[src/source/exe_pkg.sv]
//////////////////////////////////////////////////////////////////////
// Datapath widths, data types and architectural constants of the
// execute stage. Referenced with scoped names by every RTL file.
//////////////////////////////////////////////////////////////////////

`default_nettype none

package exe_pkg;

   // Architectural widths
   localparam int XLEN          = 32;
   localparam int RF_AWIDTH     = 5;
   localparam int SHAMT_W       = 5;

   // Redirect targets are word aligned
   localparam int PC_ALIGN_BITS = 2;

   // Data word
   typedef logic [XLEN-1:0]      xlen_t;

   // Register file index
   typedef logic [RF_AWIDTH-1:0] reg_addr_t;

   // Shift amount taken from operand 2
   typedef logic [SHAMT_W-1:0]   shamt_t;

   // Comparator difference, MSB is the borrow
   typedef logic [XLEN:0]        cmp_t;

endpackage : exe_pkg

`default_nettype wire

[src/source/exe_ops_pkg.sv]
//////////////////////////////////////////////////////////////////////
// Operation and operand-select encodings handed from decode to the
// execute stage. Codes not listed in alu_op_e give a zero result.
//////////////////////////////////////////////////////////////////////

`default_nettype none

package exe_ops_pkg;

   localparam int ALU_OP_W = 4;
   localparam int BR_OP_W  = 3;

   //////////////////////////////////////////////////////////////////////
   // ALU operations
   //////////////////////////////////////////////////////////////////////
   typedef enum logic [ALU_OP_W-1:0] {
      ALU_OP_ADD       = 4'd0,
      ALU_OP_SUB       = 4'd1,
      ALU_OP_AND       = 4'd2,
      ALU_OP_OR        = 4'd3,
      ALU_OP_XOR       = 4'd4,
      ALU_OP_SLL       = 4'd5,
      ALU_OP_SRL       = 4'd6,
      ALU_OP_SRA       = 4'd7,
      ALU_OP_COPY_OPR1 = 4'd8,
      ALU_OP_COPY_OPR2 = 4'd9,
      ALU_OP_SLT       = 4'd10,
      ALU_OP_SLTU      = 4'd11
   } alu_op_e;

   // Branch conditions, NONE never takes
   typedef enum logic [BR_OP_W-1:0] {
      BR_OP_NONE = 3'd0,
      BR_OP_EQ   = 3'd1,
      BR_OP_NE   = 3'd2,
      BR_OP_LT   = 3'd3,
      BR_OP_GE   = 3'd4,
      BR_OP_LTU  = 3'd5,
      BR_OP_GEU  = 3'd6
   } br_op_e;

   //////////////////////////////////////////////////////////////////////
   // Operand selects
   //////////////////////////////////////////////////////////////////////
   typedef enum logic {
      OPR1_SEL_REG = 1'b0,
      OPR1_SEL_PC  = 1'b1
   } opr1_sel_e;

   typedef enum logic {
      OPR2_SEL_REG = 1'b0,
      OPR2_SEL_IMM = 1'b1
   } opr2_sel_e;

   typedef enum logic {
      CMP_OPR2_SEL_REG = 1'b0,
      CMP_OPR2_SEL_IMM = 1'b1
   } cmp_opr2_sel_e;

endpackage : exe_ops_pkg

`default_nettype wire

[src/source/exe_operand_if.sv]
//////////////////////////////////////////////////////////////////////
// Operands from operand selection to the ALU and comparator.
// No handshake, values are meaningful while valid_i is high.
//////////////////////////////////////////////////////////////////////

`timescale 1ns/1ps
`default_nettype none

interface exe_operand_if;

   // ALU operands
   exe_pkg::xlen_t opr1;
   exe_pkg::xlen_t opr2;

   // Comparator operands, rs1 against rs2 or the immediate
   exe_pkg::xlen_t cmp_opr1;
   exe_pkg::xlen_t cmp_opr2;

   modport src (
      output opr1,
      output opr2,
      output cmp_opr1,
      output cmp_opr2
   );

   modport dst (
      input opr1,
      input opr2,
      input cmp_opr1,
      input cmp_opr2
   );

endinterface : exe_operand_if

`default_nettype wire

[src/source/exe_operand_select.sv]
//////////////////////////////////////////////////////////////////////
// Input side of the execute stage. Forwards the writeback value into
// rs1/rs2 and picks the ALU and comparator operands. Combinational.
//////////////////////////////////////////////////////////////////////

`timescale 1ns/1ps
`default_nettype none

module exe_operand_select (
   input  exe_pkg::xlen_t                pc_i,
   input  exe_pkg::xlen_t                imm_i,
   input  exe_pkg::xlen_t                rs1_data_i,
   input  exe_pkg::xlen_t                rs2_data_i,
   input  exe_pkg::xlen_t                wrb_rd_data_i,
   input  logic                          fwd_wrb_rs1_i,
   input  logic                          fwd_wrb_rs2_i,
   input  exe_ops_pkg::opr1_sel_e        opr1_sel_i,
   input  exe_ops_pkg::opr2_sel_e        opr2_sel_i,
   input  exe_ops_pkg::cmp_opr2_sel_e    cmp_opr2_sel_i,
   exe_operand_if.src                    opr,
   output exe_pkg::xlen_t                rs2_fwd_o
);

   exe_pkg::xlen_t rs1_fwd;
   exe_pkg::xlen_t rs2_fwd;

   // Writeback forwarding
   assign rs1_fwd = fwd_wrb_rs1_i ? wrb_rd_data_i : rs1_data_i;
   assign rs2_fwd = fwd_wrb_rs2_i ? wrb_rd_data_i : rs2_data_i;

   // ALU operands
   assign opr.opr1 = (opr1_sel_i == exe_ops_pkg::OPR1_SEL_PC) ? pc_i : rs1_fwd;
   assign opr.opr2 = (opr2_sel_i == exe_ops_pkg::OPR2_SEL_IMM) ? imm_i : rs2_fwd;

   // Comparator always sees rs1, and rs2 or the immediate for slti/sltiu
   assign opr.cmp_opr1 = rs1_fwd;
   assign opr.cmp_opr2 = (cmp_opr2_sel_i == exe_ops_pkg::CMP_OPR2_SEL_IMM) ? imm_i : rs2_fwd;

   // Store data leaves with the forwarded value
   assign rs2_fwd_o = rs2_fwd;

   // An unknown select would silently route X into the ALU and the stage register
   always_comb begin
      assert (!$isunknown({opr1_sel_i, opr2_sel_i, cmp_opr2_sel_i}))
         else $error("operand select is unknown");
   end

endmodule : exe_operand_select

`default_nettype wire

[src/source/exe_alu.sv]
//////////////////////////////////////////////////////////////////////
// Processing part of the execute stage. Base RV32I ALU with one
// shared adder, plus the comparator that feeds slt/sltu and all six
// branch conditions. Purely combinational.
//////////////////////////////////////////////////////////////////////

`timescale 1ns/1ps
`default_nettype none

module exe_alu (
   exe_operand_if.dst             opr,
   input  exe_ops_pkg::alu_op_e   alu_op_i,
   input  exe_ops_pkg::br_op_e    br_op_i,
   output exe_pkg::xlen_t         alu_result_o,
   output logic                   branch_taken_o
);

   localparam int MSB = exe_pkg::XLEN - 1;

   exe_pkg::xlen_t  adder_opr2;
   exe_pkg::xlen_t  adder_out;
   logic            is_sub;
   exe_pkg::shamt_t shamt;

   exe_pkg::cmp_t   cmp_diff;
   logic            cmp_zero;
   logic            cmp_neg;
   logic            cmp_ovf;
   logic            cmp_borrow;
   logic            cmp_lt;

   //////////////////////////////////////////////////////////////////////
   // Shared adder
   //////////////////////////////////////////////////////////////////////

   // Subtract as opr1 + ~opr2 + 1
   assign is_sub     = (alu_op_i == exe_ops_pkg::ALU_OP_SUB);
   assign adder_opr2 = is_sub ? ~opr.opr2 : opr.opr2;
   assign adder_out  = opr.opr1 + adder_opr2 + exe_pkg::xlen_t'(is_sub);

   // Only the low bits of operand 2 shift
   assign shamt = opr.opr2[exe_pkg::SHAMT_W-1:0];

   //////////////////////////////////////////////////////////////////////
   // Comparator
   //////////////////////////////////////////////////////////////////////

   // Zero-extended subtract, bit XLEN is the borrow
   assign cmp_diff   = {1'b0, opr.cmp_opr1} - {1'b0, opr.cmp_opr2};
   assign cmp_zero   = ~|cmp_diff[MSB:0];
   assign cmp_neg    = cmp_diff[MSB];
   assign cmp_borrow = cmp_diff[exe_pkg::XLEN];

   // Overflow when the signs differ and the result sign follows opr2
   assign cmp_ovf = (opr.cmp_opr1[MSB] ^ opr.cmp_opr2[MSB]) & (cmp_neg ^ opr.cmp_opr1[MSB]);
   assign cmp_lt  = cmp_neg ^ cmp_ovf;

   always_comb begin
      case (br_op_i)
         exe_ops_pkg::BR_OP_EQ:  branch_taken_o = cmp_zero;
         exe_ops_pkg::BR_OP_NE:  branch_taken_o = ~cmp_zero;
         exe_ops_pkg::BR_OP_LT:  branch_taken_o = cmp_lt;
         exe_ops_pkg::BR_OP_GE:  branch_taken_o = ~cmp_lt;
         exe_ops_pkg::BR_OP_LTU: branch_taken_o = cmp_borrow;
         exe_ops_pkg::BR_OP_GEU: branch_taken_o = ~cmp_borrow;
         default:                branch_taken_o = 1'b0;
      endcase
   end

   //////////////////////////////////////////////////////////////////////
   // Result select
   //////////////////////////////////////////////////////////////////////
   always_comb begin
      case (alu_op_i)
         exe_ops_pkg::ALU_OP_ADD,
         exe_ops_pkg::ALU_OP_SUB: begin
            alu_result_o = adder_out;
         end
         exe_ops_pkg::ALU_OP_AND:       alu_result_o = opr.opr1 & opr.opr2;
         exe_ops_pkg::ALU_OP_OR:        alu_result_o = opr.opr1 | opr.opr2;
         exe_ops_pkg::ALU_OP_XOR:       alu_result_o = opr.opr1 ^ opr.opr2;
         exe_ops_pkg::ALU_OP_SLL:       alu_result_o = opr.opr1 << shamt;
         exe_ops_pkg::ALU_OP_SRL:       alu_result_o = opr.opr1 >> shamt;
         exe_ops_pkg::ALU_OP_SRA: begin
            alu_result_o = exe_pkg::xlen_t'($signed(opr.opr1) >>> shamt);
         end
         // jal/jalr link and auipc go through operand 1, lui through operand 2
         exe_ops_pkg::ALU_OP_COPY_OPR1: alu_result_o = opr.opr1;
         exe_ops_pkg::ALU_OP_COPY_OPR2: alu_result_o = opr.opr2;
         exe_ops_pkg::ALU_OP_SLT:       alu_result_o = exe_pkg::xlen_t'(cmp_lt);
         exe_ops_pkg::ALU_OP_SLTU:      alu_result_o = exe_pkg::xlen_t'(cmp_borrow);
         default:                       alu_result_o = '0;
      endcase
   end

   // A non-branch must never raise a redirect further down
   always_comb begin
      if (br_op_i == exe_ops_pkg::BR_OP_NONE) begin
         assert (!branch_taken_o)
            else $error("branch taken without a branch operation");
      end
   end

endmodule : exe_alu

`default_nettype wire

[src/source/exe_result_stage.sv]
//////////////////////////////////////////////////////////////////////
// Output side of the execute stage. One register stage toward memory
// holding the result, store data, destination and fetch redirect.
//////////////////////////////////////////////////////////////////////

`timescale 1ns/1ps
`default_nettype none

module exe_result_stage (
   input  logic                  clk,
   input  logic                  reset_i,
   input  logic                  valid_i,
   input  exe_pkg::xlen_t        alu_result_i,
   input  exe_pkg::xlen_t        rs2_fwd_i,
   input  exe_pkg::reg_addr_t    rd_addr_i,
   input  logic                  rd_wr_req_i,
   input  logic                  jump_req_i,
   input  logic                  branch_req_i,
   input  logic                  branch_taken_i,
   output logic                  valid_o,
   output exe_pkg::xlen_t        alu_result_o,
   output exe_pkg::xlen_t        store_data_o,
   output exe_pkg::reg_addr_t    rd_addr_o,
   output logic                  rd_wr_req_o,
   output logic                  redirect_o,
   output exe_pkg::xlen_t        pc_new_o
);

   logic           redirect_req;
   exe_pkg::xlen_t pc_target;

   // Jumps always redirect, branches only when the condition holds
   assign redirect_req = valid_i & (jump_req_i | (branch_req_i & branch_taken_i));

   // Clear the low bits so fetch sees a word address
   assign pc_target = {alu_result_i[exe_pkg::XLEN-1:exe_pkg::PC_ALIGN_BITS],
                       {exe_pkg::PC_ALIGN_BITS{1'b0}}};

   //////////////////////////////////////////////////////////////////////
   // Control
   //////////////////////////////////////////////////////////////////////
   always_ff @(posedge clk) begin
      if (reset_i) begin
         valid_o     <= 1'b0;
         rd_wr_req_o <= 1'b0;
         redirect_o  <= 1'b0;
      end else begin
         valid_o     <= valid_i;
         rd_wr_req_o <= valid_i & rd_wr_req_i;
         redirect_o  <= redirect_req;
      end
   end

   //////////////////////////////////////////////////////////////////////
   // Payload, held while idle
   //////////////////////////////////////////////////////////////////////
   always_ff @(posedge clk) begin
      if (valid_i) begin
         alu_result_o <= alu_result_i;
         store_data_o <= rs2_fwd_i;
         rd_addr_o    <= rd_addr_i;
         pc_new_o     <= pc_target;
      end
   end

   // Memory and fetch act on these strobes only for a real instruction
   assert property (@(posedge clk) disable iff (reset_i)
                    (redirect_o || rd_wr_req_o) |-> valid_o)
      else $error("redirect or register write without valid");

endmodule : exe_result_stage

`default_nettype wire

[src/source/exe_top.sv]
//////////////////////////////////////////////////////////////////////
// Execute stage top level. Decode drives the plain inputs, results
// appear one cycle later toward memory and fetch.
//////////////////////////////////////////////////////////////////////

`timescale 1ns/1ps
`default_nettype none

module exe_top (
   input  logic                          clk,
   input  logic                          reset_i,
   input  logic                          valid_i,
   input  exe_pkg::xlen_t                pc_i,
   input  exe_pkg::xlen_t                imm_i,
   input  exe_pkg::xlen_t                rs1_data_i,
   input  exe_pkg::xlen_t                rs2_data_i,
   input  exe_pkg::xlen_t                wrb_rd_data_i,
   input  logic                          fwd_wrb_rs1_i,
   input  logic                          fwd_wrb_rs2_i,
   input  exe_ops_pkg::alu_op_e          alu_op_i,
   input  exe_ops_pkg::br_op_e           br_op_i,
   input  exe_ops_pkg::opr1_sel_e        opr1_sel_i,
   input  exe_ops_pkg::opr2_sel_e        opr2_sel_i,
   input  exe_ops_pkg::cmp_opr2_sel_e    cmp_opr2_sel_i,
   input  logic                          jump_req_i,
   input  logic                          branch_req_i,
   input  exe_pkg::reg_addr_t            rd_addr_i,
   input  logic                          rd_wr_req_i,
   output logic                          valid_o,
   output exe_pkg::xlen_t                alu_result_o,
   output exe_pkg::xlen_t                store_data_o,
   output exe_pkg::reg_addr_t            rd_addr_o,
   output logic                          rd_wr_req_o,
   output logic                          redirect_o,
   output exe_pkg::xlen_t                pc_new_o
);

   exe_pkg::xlen_t rs2_fwd;
   exe_pkg::xlen_t alu_result;
   logic           branch_taken;

   exe_operand_if opr_if ();

   // Input side
   exe_operand_select operand_select_i (
      .pc_i           (pc_i),
      .imm_i          (imm_i),
      .rs1_data_i     (rs1_data_i),
      .rs2_data_i     (rs2_data_i),
      .wrb_rd_data_i  (wrb_rd_data_i),
      .fwd_wrb_rs1_i  (fwd_wrb_rs1_i),
      .fwd_wrb_rs2_i  (fwd_wrb_rs2_i),
      .opr1_sel_i     (opr1_sel_i),
      .opr2_sel_i     (opr2_sel_i),
      .cmp_opr2_sel_i (cmp_opr2_sel_i),
      .opr            (opr_if.src),
      .rs2_fwd_o      (rs2_fwd)
   );

   // ALU and branch compare
   exe_alu alu_i (
      .opr            (opr_if.dst),
      .alu_op_i       (alu_op_i),
      .br_op_i        (br_op_i),
      .alu_result_o   (alu_result),
      .branch_taken_o (branch_taken)
   );

   // Stage register toward memory
   exe_result_stage result_stage_i (
      .clk            (clk),
      .reset_i        (reset_i),
      .valid_i        (valid_i),
      .alu_result_i   (alu_result),
      .rs2_fwd_i      (rs2_fwd),
      .rd_addr_i      (rd_addr_i),
      .rd_wr_req_i    (rd_wr_req_i),
      .jump_req_i     (jump_req_i),
      .branch_req_i   (branch_req_i),
      .branch_taken_i (branch_taken),
      .valid_o        (valid_o),
      .alu_result_o   (alu_result_o),
      .store_data_o   (store_data_o),
      .rd_addr_o      (rd_addr_o),
      .rd_wr_req_o    (rd_wr_req_o),
      .redirect_o     (redirect_o),
      .pc_new_o       (pc_new_o)
   );

endmodule : exe_top

`default_nettype wire

[config.mk]
export PLATFORM = sky130hd
export DESIGN_NAME = exe_top
export DESIGN_NICKNAME = d
export VERILOG_FILES = /design/src/source/exe_pkg.sv /design/src/source/exe_ops_pkg.sv /design/src/source/exe_operand_if.sv /design/src/source/exe_operand_select.sv /design/src/source/exe_alu.sv /design/src/source/exe_result_stage.sv /design/src/source/exe_top.sv
export SDC_FILE = /design/constraint.sdc
export NUM_CORES = 1
export LEC_CHECK = 0
export BUFFER_PORTS_ARGS = -buffer_cell sky130_fd_sc_hd__buf_2
export CORE_MARGIN = 2
export CORE_UTILIZATION = 52
export CTS_BUF_LIST = sky130_fd_sc_hd__clkbuf_8 sky130_fd_sc_hd__clkbuf_16
export CTS_CLUSTER_SIZE = 14
export DETAILED_ROUTE_END_ITERATION = 6
export PLACE_DENSITY_LB_ADDON = 0.12
export SYNTH_ARGS = -nofsm -noshare
export SYNTH_HDL_FRONTEND = slang
export SYNTH_HIERARCHICAL = 1
export SYNTH_SLANG_ARGS = --single-unit
export TNS_END_PERCENT = 10
[constraint.sdc]
create_clock -name clk -period 5.7 [get_ports clk]
set_clock_uncertainty 0.15 [all_clocks]
set_input_delay 0.285 -clock clk [delete_from_list [all_inputs] [get_ports clk]]
set_output_delay 0.285 -clock clk [all_outputs]
set_load 0.01 [all_outputs]
# Word level (Yosys, flattened, before mapping)
# Cells that the tools add are included.
# W data, S select, Z words.
totals:
  word_cells: 56
  register_bits: 102
  in_bits: 183
classes:
  n_bitwise: 14
  shifts: 3
  add_sub_neg: 3
  n_eq_ne: 17
  muxes: 8
  reduce_logical: 4
op_table:
  columns: ["op", "count"]
  rows:
  - ["$pmux W32 S11", 1]
  - ["$mux W32", 6]
  - ["$sub A32 B32 Y33", 1]
  - ["$add A32 B1 Y32", 1]
  - ["$add A32 B32 Y32", 1]
  - ["$and A32 B32 Y32", 1]
  - ["$not A32 Y32", 1]
  - ["$or A32 B32 Y32", 1]
  - ["$reduce_or A32 Y1", 1]
  - ["$shl A32 B5 Y32", 1]
  - ["$shr A32 B5 Y32", 1]
  - ["$sshr A32 B5 Y32", 1]
  - ["$xor A32 B32 Y32", 1]
  - ["$eq A4 B3 Y1 const B", 4]
  - ["$eq A4 B4 Y1 const B", 4]
  - ["$eq A3 B3 Y1 const B", 3]
  - ["$eq A4 B2 Y1 const B", 2]
  - ["$eq A3 B2 Y1 const B", 2]
  - ["$pmux W1 S6", 1]
  - ["$and A1 B1 Y1", 4]
  - ["$eq A4 B1 Y1 const B", 1]
  - ["$logic_not A4 Y1", 1]
  - ["$eq A3 B1 Y1 const B", 1]
  - ["$xor A1 B1 Y1", 3]
  - ["4 further kinds", 5]

# Logic depth before layout (Yosys ltp)
depth:
  depth_word: 11
  ltp_mapped: 29

# Modules after synthesis
# The synthesis kept the hierarchy.
by_module_without_submodules:
  columns: ["mod", "area_per_inst_um2", "instances", "cells_per_inst", "seq_area_each_um2"]
  rows:
  - ["exe_alu", 9291.4, 1, 1407, 0.0]
  - ["exe_result_stage", 2408.6, 1, 109, 2132.0]
  - ["exe_operand_select", 2225.9, 1, 180, 0.0]

# Worst setup path after synthesis
# No wires, ideal clock.
synth_timing:
  path_type: "input port to flip-flop"
  startpoint: "input fwd_wrb_rs2_i"
  endpoint: "register result_stage_i.redirect_o"
  path_slack_ps: -300
  required_time_ps: 5485
  arrival_ps: 5785
  n_path_buf: 3
  path_stages: 29
  path_cell_list: "buf_6 buf_12 mux2_4 mux2_2 inv_1 ha_1 clkbuf_2 nand2_1 a2111oi_2 o211ai_1 nand4_1 a31oi_1 nor2b_1 nor2_1 o21ai_0 a21o_1 a21oi_1 fa_1 nand3_1 or4_4 a2111oi_4 o2111ai_1 or4_1 a2111o_1 nor4_2 mux2_1 nor3_1 a21oi_1 nor2b_1"
synth_via:
  elab_chain_len: 11
  elab_cells_between_ends: 15
  cone_classes: "add/sub: 1; mux: 3; bitwise: 9; reduce/logical: 2"
synth_rtl:
  columns: ["element", "line", "rtl"]
  rows:
  - ["from (decl)", "exe_top.sv:19", "input logic fwd_wrb_rs2_i,"]
  - ["$mux W32 (*)", "exe_operand_select.sv:29", "assign rs2_fwd = fwd_wrb_rs2_i ? wrb_rd_data_i : rs2_data_i;"]
  - ["named net rs2_fwd[11]", "exe_top.sv:38", "exe_pkg::xlen_t rs2_fwd;"]
  - ["$mux W32 (*)", "exe_operand_select.sv:37", "assign opr.cmp_opr2 = (cmp_opr2_sel_i == exe_ops_pkg::CMP_OPR2_SEL_IMM) ? imm_i : rs2_fwd;"]
  - ["named net opr_if.cmp_opr2[11]", "exe_operand_if.sv:17", "exe_pkg::xlen_t cmp_opr2;"]
  - ["$sub A32 B32 Y33 (*)", "exe_alu.sv:49", "assign cmp_diff = {1'b0, opr.cmp_opr1} - {1'b0, opr.cmp_opr2};"]
  - ["$xor A1 B1 Y1", "exe_alu.sv:55", "assign cmp_ovf = (opr.cmp_opr1[MSB] ^ opr.cmp_opr2[MSB]) & (cmp_neg ^ opr.cmp_opr1[MSB]);"]
  - ["$and A1 B1 Y1", "exe_alu.sv:55", null]
  - ["$xor A1 B1 Y1", "exe_alu.sv:56", "assign cmp_lt = cmp_neg ^ cmp_ovf;"]
  - ["$not A1 Y1", "exe_alu.sv:63", "exe_ops_pkg::BR_OP_GE: branch_taken_o = ~cmp_lt;"]
  - ["$pmux W1 S6 (*)", "exe_alu.sv:59", "case (br_op_i)"]
  - ["named net branch_taken", "exe_top.sv:40", "logic branch_taken;"]
  - ["$and A1 B1 Y1 (*)", "exe_result_stage.sv:33", "assign redirect_req = valid_i & (jump_req_i | (branch_req_i & branch_taken_i));"]
  - ["$or A1 B1 Y1 (*)", "exe_result_stage.sv:33", null]
  - ["$and A1 B1 Y1 (*)", "exe_result_stage.sv:33", null]
  - ["to (signal assigned)", "exe_result_stage.sv:50", "redirect_o <= redirect_req;"]
  - ["to (decl)", "exe_result_stage.sv:25", "output logic redirect_o,"]
# The timed path passes the listed nets; every way through them passes the cells marked *.
# A chain may end at the register's enable or synchronous reset.

# Worst setup path after layout
# Ends and elaborated chain as after synthesis.

==> results.py <==
metrics = {
    "global_route": {
        "antenna_found_initial": 1,
        "gr-total-overflow": 0,
        "grt_pass1_vias": 14569,
        "grt_use_total": 0.413,
        "grt_max_degree": 103,
        "grt_pass1_wl_mm": 88.3,
    },
    "setup_path": {
        "cp_num_buf_inv": 4,
        "critPathLaunch": "fwd_wrb_rs2_i",
        "cp.required_ns": 5.85,
        "cpPeakStageDelay_ns": 0.54,
        "cp_top_family": "simple AND/OR/NAND/NOR gates",
        "crit_path_end_kind": "flop",
        "arrival_ns": 5.97,
        "critPathKind": "input port to flop",
        "crit_path_start_kind": "input port",
        "critical-path-slowest-cell": "or4_4",
        "critPathMaxFanout": 8,
    },
    "floorplan": {
        "rows": 59,
        "die-area_sq_um": 28100,
        "ios": 287,
        "die_h_um": 168,
        "start_util": 0.531,
        "coreArea_sq_um": 26200,
        "die_w_um": 168,
    },
    "clock_tree": {
        "clock_path_buffers": 2,
        "htree_num_levels": 3,
        "root_buffer": "clkbuf_16",
        "cts_sinks": 72,
        "clkTransAtPathRegs_ns": 0.07,
        "numCtsBuffers": 9,
        "cts_tree": "built",
    },
    "pwr": {
        "clock_power_share": 0.173,
        "powerDensity_nw_per_um2": 213,
        "p_int_w": 0.00190,
        "p_switching_w": 0.00165,
        "combinationalPowerShare": 0.636,
        "leakage_nw": 7.88,
        "swShare": 0.466,
        "irDropWorstVdd_mv": 0.181,
        "seqPwrFrac": 0.191,
    },
    "sta": {
        "finalSetupViolations": 1,
        "setup_slack_ns": -0.120,
        "min_period_over_period": 1.02,
        "fmax_mhz": 172,
        "rsz0062_at_grt": "yes",
        "hold_viol": 0,
        "slew_headroom": 0.166,
        "worstMarginPinSlew_ns": 1.25,
        "min_period_ns": 5.82,
        "slew_violations": 0,
    },
    "final_layout": {
        "mostFrequentLayoutCell": "buf_2",
        "fin_util": 0.634,
        "drive_above_1_share": 0.325,
        "num-nets-final": 2311,
        "final_cell_mix": "buf_2, o21ai_0, buf_4, nand2_1, ha_1",
        "area_growth_pct": 19.4,
        "stdcell_area_sq_um": 16600,
    },
    "synth": {
        "synth-edff-count": 69,
        "synthFlopType": "edfxtp_1",
        "synthCells": 1696,
        "ys_ff_latch": 72,
        "synth_warnings": 6,
        "ys_seq_area_frac": 0.153,
        "async_reset_ff_frac": 0,
        "synth.distinct_cells": 85,
        "syn_area_per_cell_sq_um": 8.21,
        "syn_area_sq_um": 13900,
    },
    "placement": {
        "placed_area_sq_um": 16200,
        "place_hpwl_mm": 46.8,
        "io_buffers": 284,
        "place_ws_ns": -0.580,
        "gp_congestion": 1.08,
    },
    "detailed_routing": {
        "ant_nets": 0,
        "drcViolationCount": 7,
        "wirelength_mm": 59.3,
        "first_pass_iters": 7,
        "num_vias": 15270,
        "drtIter0Drc": 1978,
        "wire_per_inst_um": 25.4,
        "vias_per_cell": 6.53,
    },
    "hold_path": {
        "hold_class": "input port to flop",
        "min_from": "jump_req_i",
        "hold_depth": 3,
        "worstHoldEndpoint": "result_stage_i/redirect_o",
    },
    "outcome": {
        "status": "finished with violations",
        "failed_checks": "DRC, setup timing",
    },
    "run": {
        "maxCapViolations": 0,
    },
}
## how the worst max path moves through the flow
stage | endpoint | cells past startpoint
2_1_floorplan | result_stage_i/redirect_o | 28
3_3_place_gp | result_stage_i/redirect_o | 28
3_5_place_dp | result_stage_i/redirect_o | 28
4_1_cts | result_stage_i/redirect_o | 28
5_1_grt | result_stage_i/redirect_o | 29
6_report | result_stage_i/redirect_o | 29
## metal layers
metal	global-route usage	vias up	share of wire
li1	-	6873	-
met4	0.216	0	0.059
met1	0.536	7145	0.40
met3	0.0789	188	0.10
met5	0	-	0
met2	0.652	1064	0.44
## stage by stage
step | hold WS (ns) | instances | power (W) | TNS [ns]
floorplan | 0.204 | 1697 | 0.00209 | -0.0667
global placement | 0.315 | 2314 | 0.00282 | -0.426
detailed placement | 0.313 | 2314 | 0.00284 | -0.580
CTS | 0.0183 | 2338 | 0.00347 | -0.0757
global route | 0.0558 | 2339 | 0.00371 | -0.433
finish | 0.0197 | 2339 | 0.00355 | -0.120
## cell usage after synthesis, drive strengths merged, types with 21 or more instances
master / instances / share of area
nor2: 121 / 0.033
nand3: 32 / 0.012
nor3: 25 / 0.0090
edfxtp: 69 / 0.15
o211ai: 34 / 0.019
a21oi: 106 / 0.038
ha: 127 / 0.11
nand2b: 21 / 0.0094
o21ai: 154 / 0.056
clkbuf: 72 / 0.019
inv: 118 / 0.032
mux2i: 88 / 0.063
xnor2: 42 / 0.026
nand2: 129 / 0.035
a21o: 32 / 0.017
a222oi: 21 / 0.015
mux2: 168 / 0.15
buf: 68 / 0.036
## cell type report
class                      instances  area [sq um]
tap                              335           419
clock buffer                       9           225
inverter                         119           447
multi-input combinational       1366         10700
sequential                        72          2130
fill                            2273          9580
timing repair buffer             430          2630
clock inverter                     7          62.6
antenna                            1          2.50
## kinds of logic (layout without fill, tap and decap cells)
logic type,Yosys count,after routing,share of synthesized area
simple gates,408,408,0.137
compound gates,508,508,0.243
flops,72,72,0.153
fa+ha+maj,130,130,0.118
xor+xnor,55,55,0.0346
buf+inv,259,565,0.0878
mux,263,263,0.227
other cells,1,3,0.000269
## power by group through the flow
stage	Clock, W	Sequential, W	Combinational [W]
3_3_place_gp	0	0.000686	0.00214
2_1_floorplan	0	0.000722	0.00137
3_5_place_dp	0	0.000687	0.00216
6_report	0.000614	0.000676	0.00226
5_1_grt	0.000633	0.000682	0.00240
4_1_cts	0.000613	0.000677	0.00218
## state kept, by name, indices dropped and copies added, names as in the netlist
name	cells
result_stage_i/valid_o	1
result_stage_i/redirect_o	1
result_stage_i/store_data_o	32
result_stage_i/alu_result_o	32
result_stage_i/rd_wr_req_o	1
result_stage_i/rd_addr_o	5
## timing repair
item,CTS,global route
pin swaps,4,1
resized for setup,10,3
hold buffers,7,0
setup buffers,1,0
gates cloned,0,0
setup endpoints to repair,1,1
endpoints found under the hold margin,7,0
Note: power is estimated with default switching activity, not from simulation.
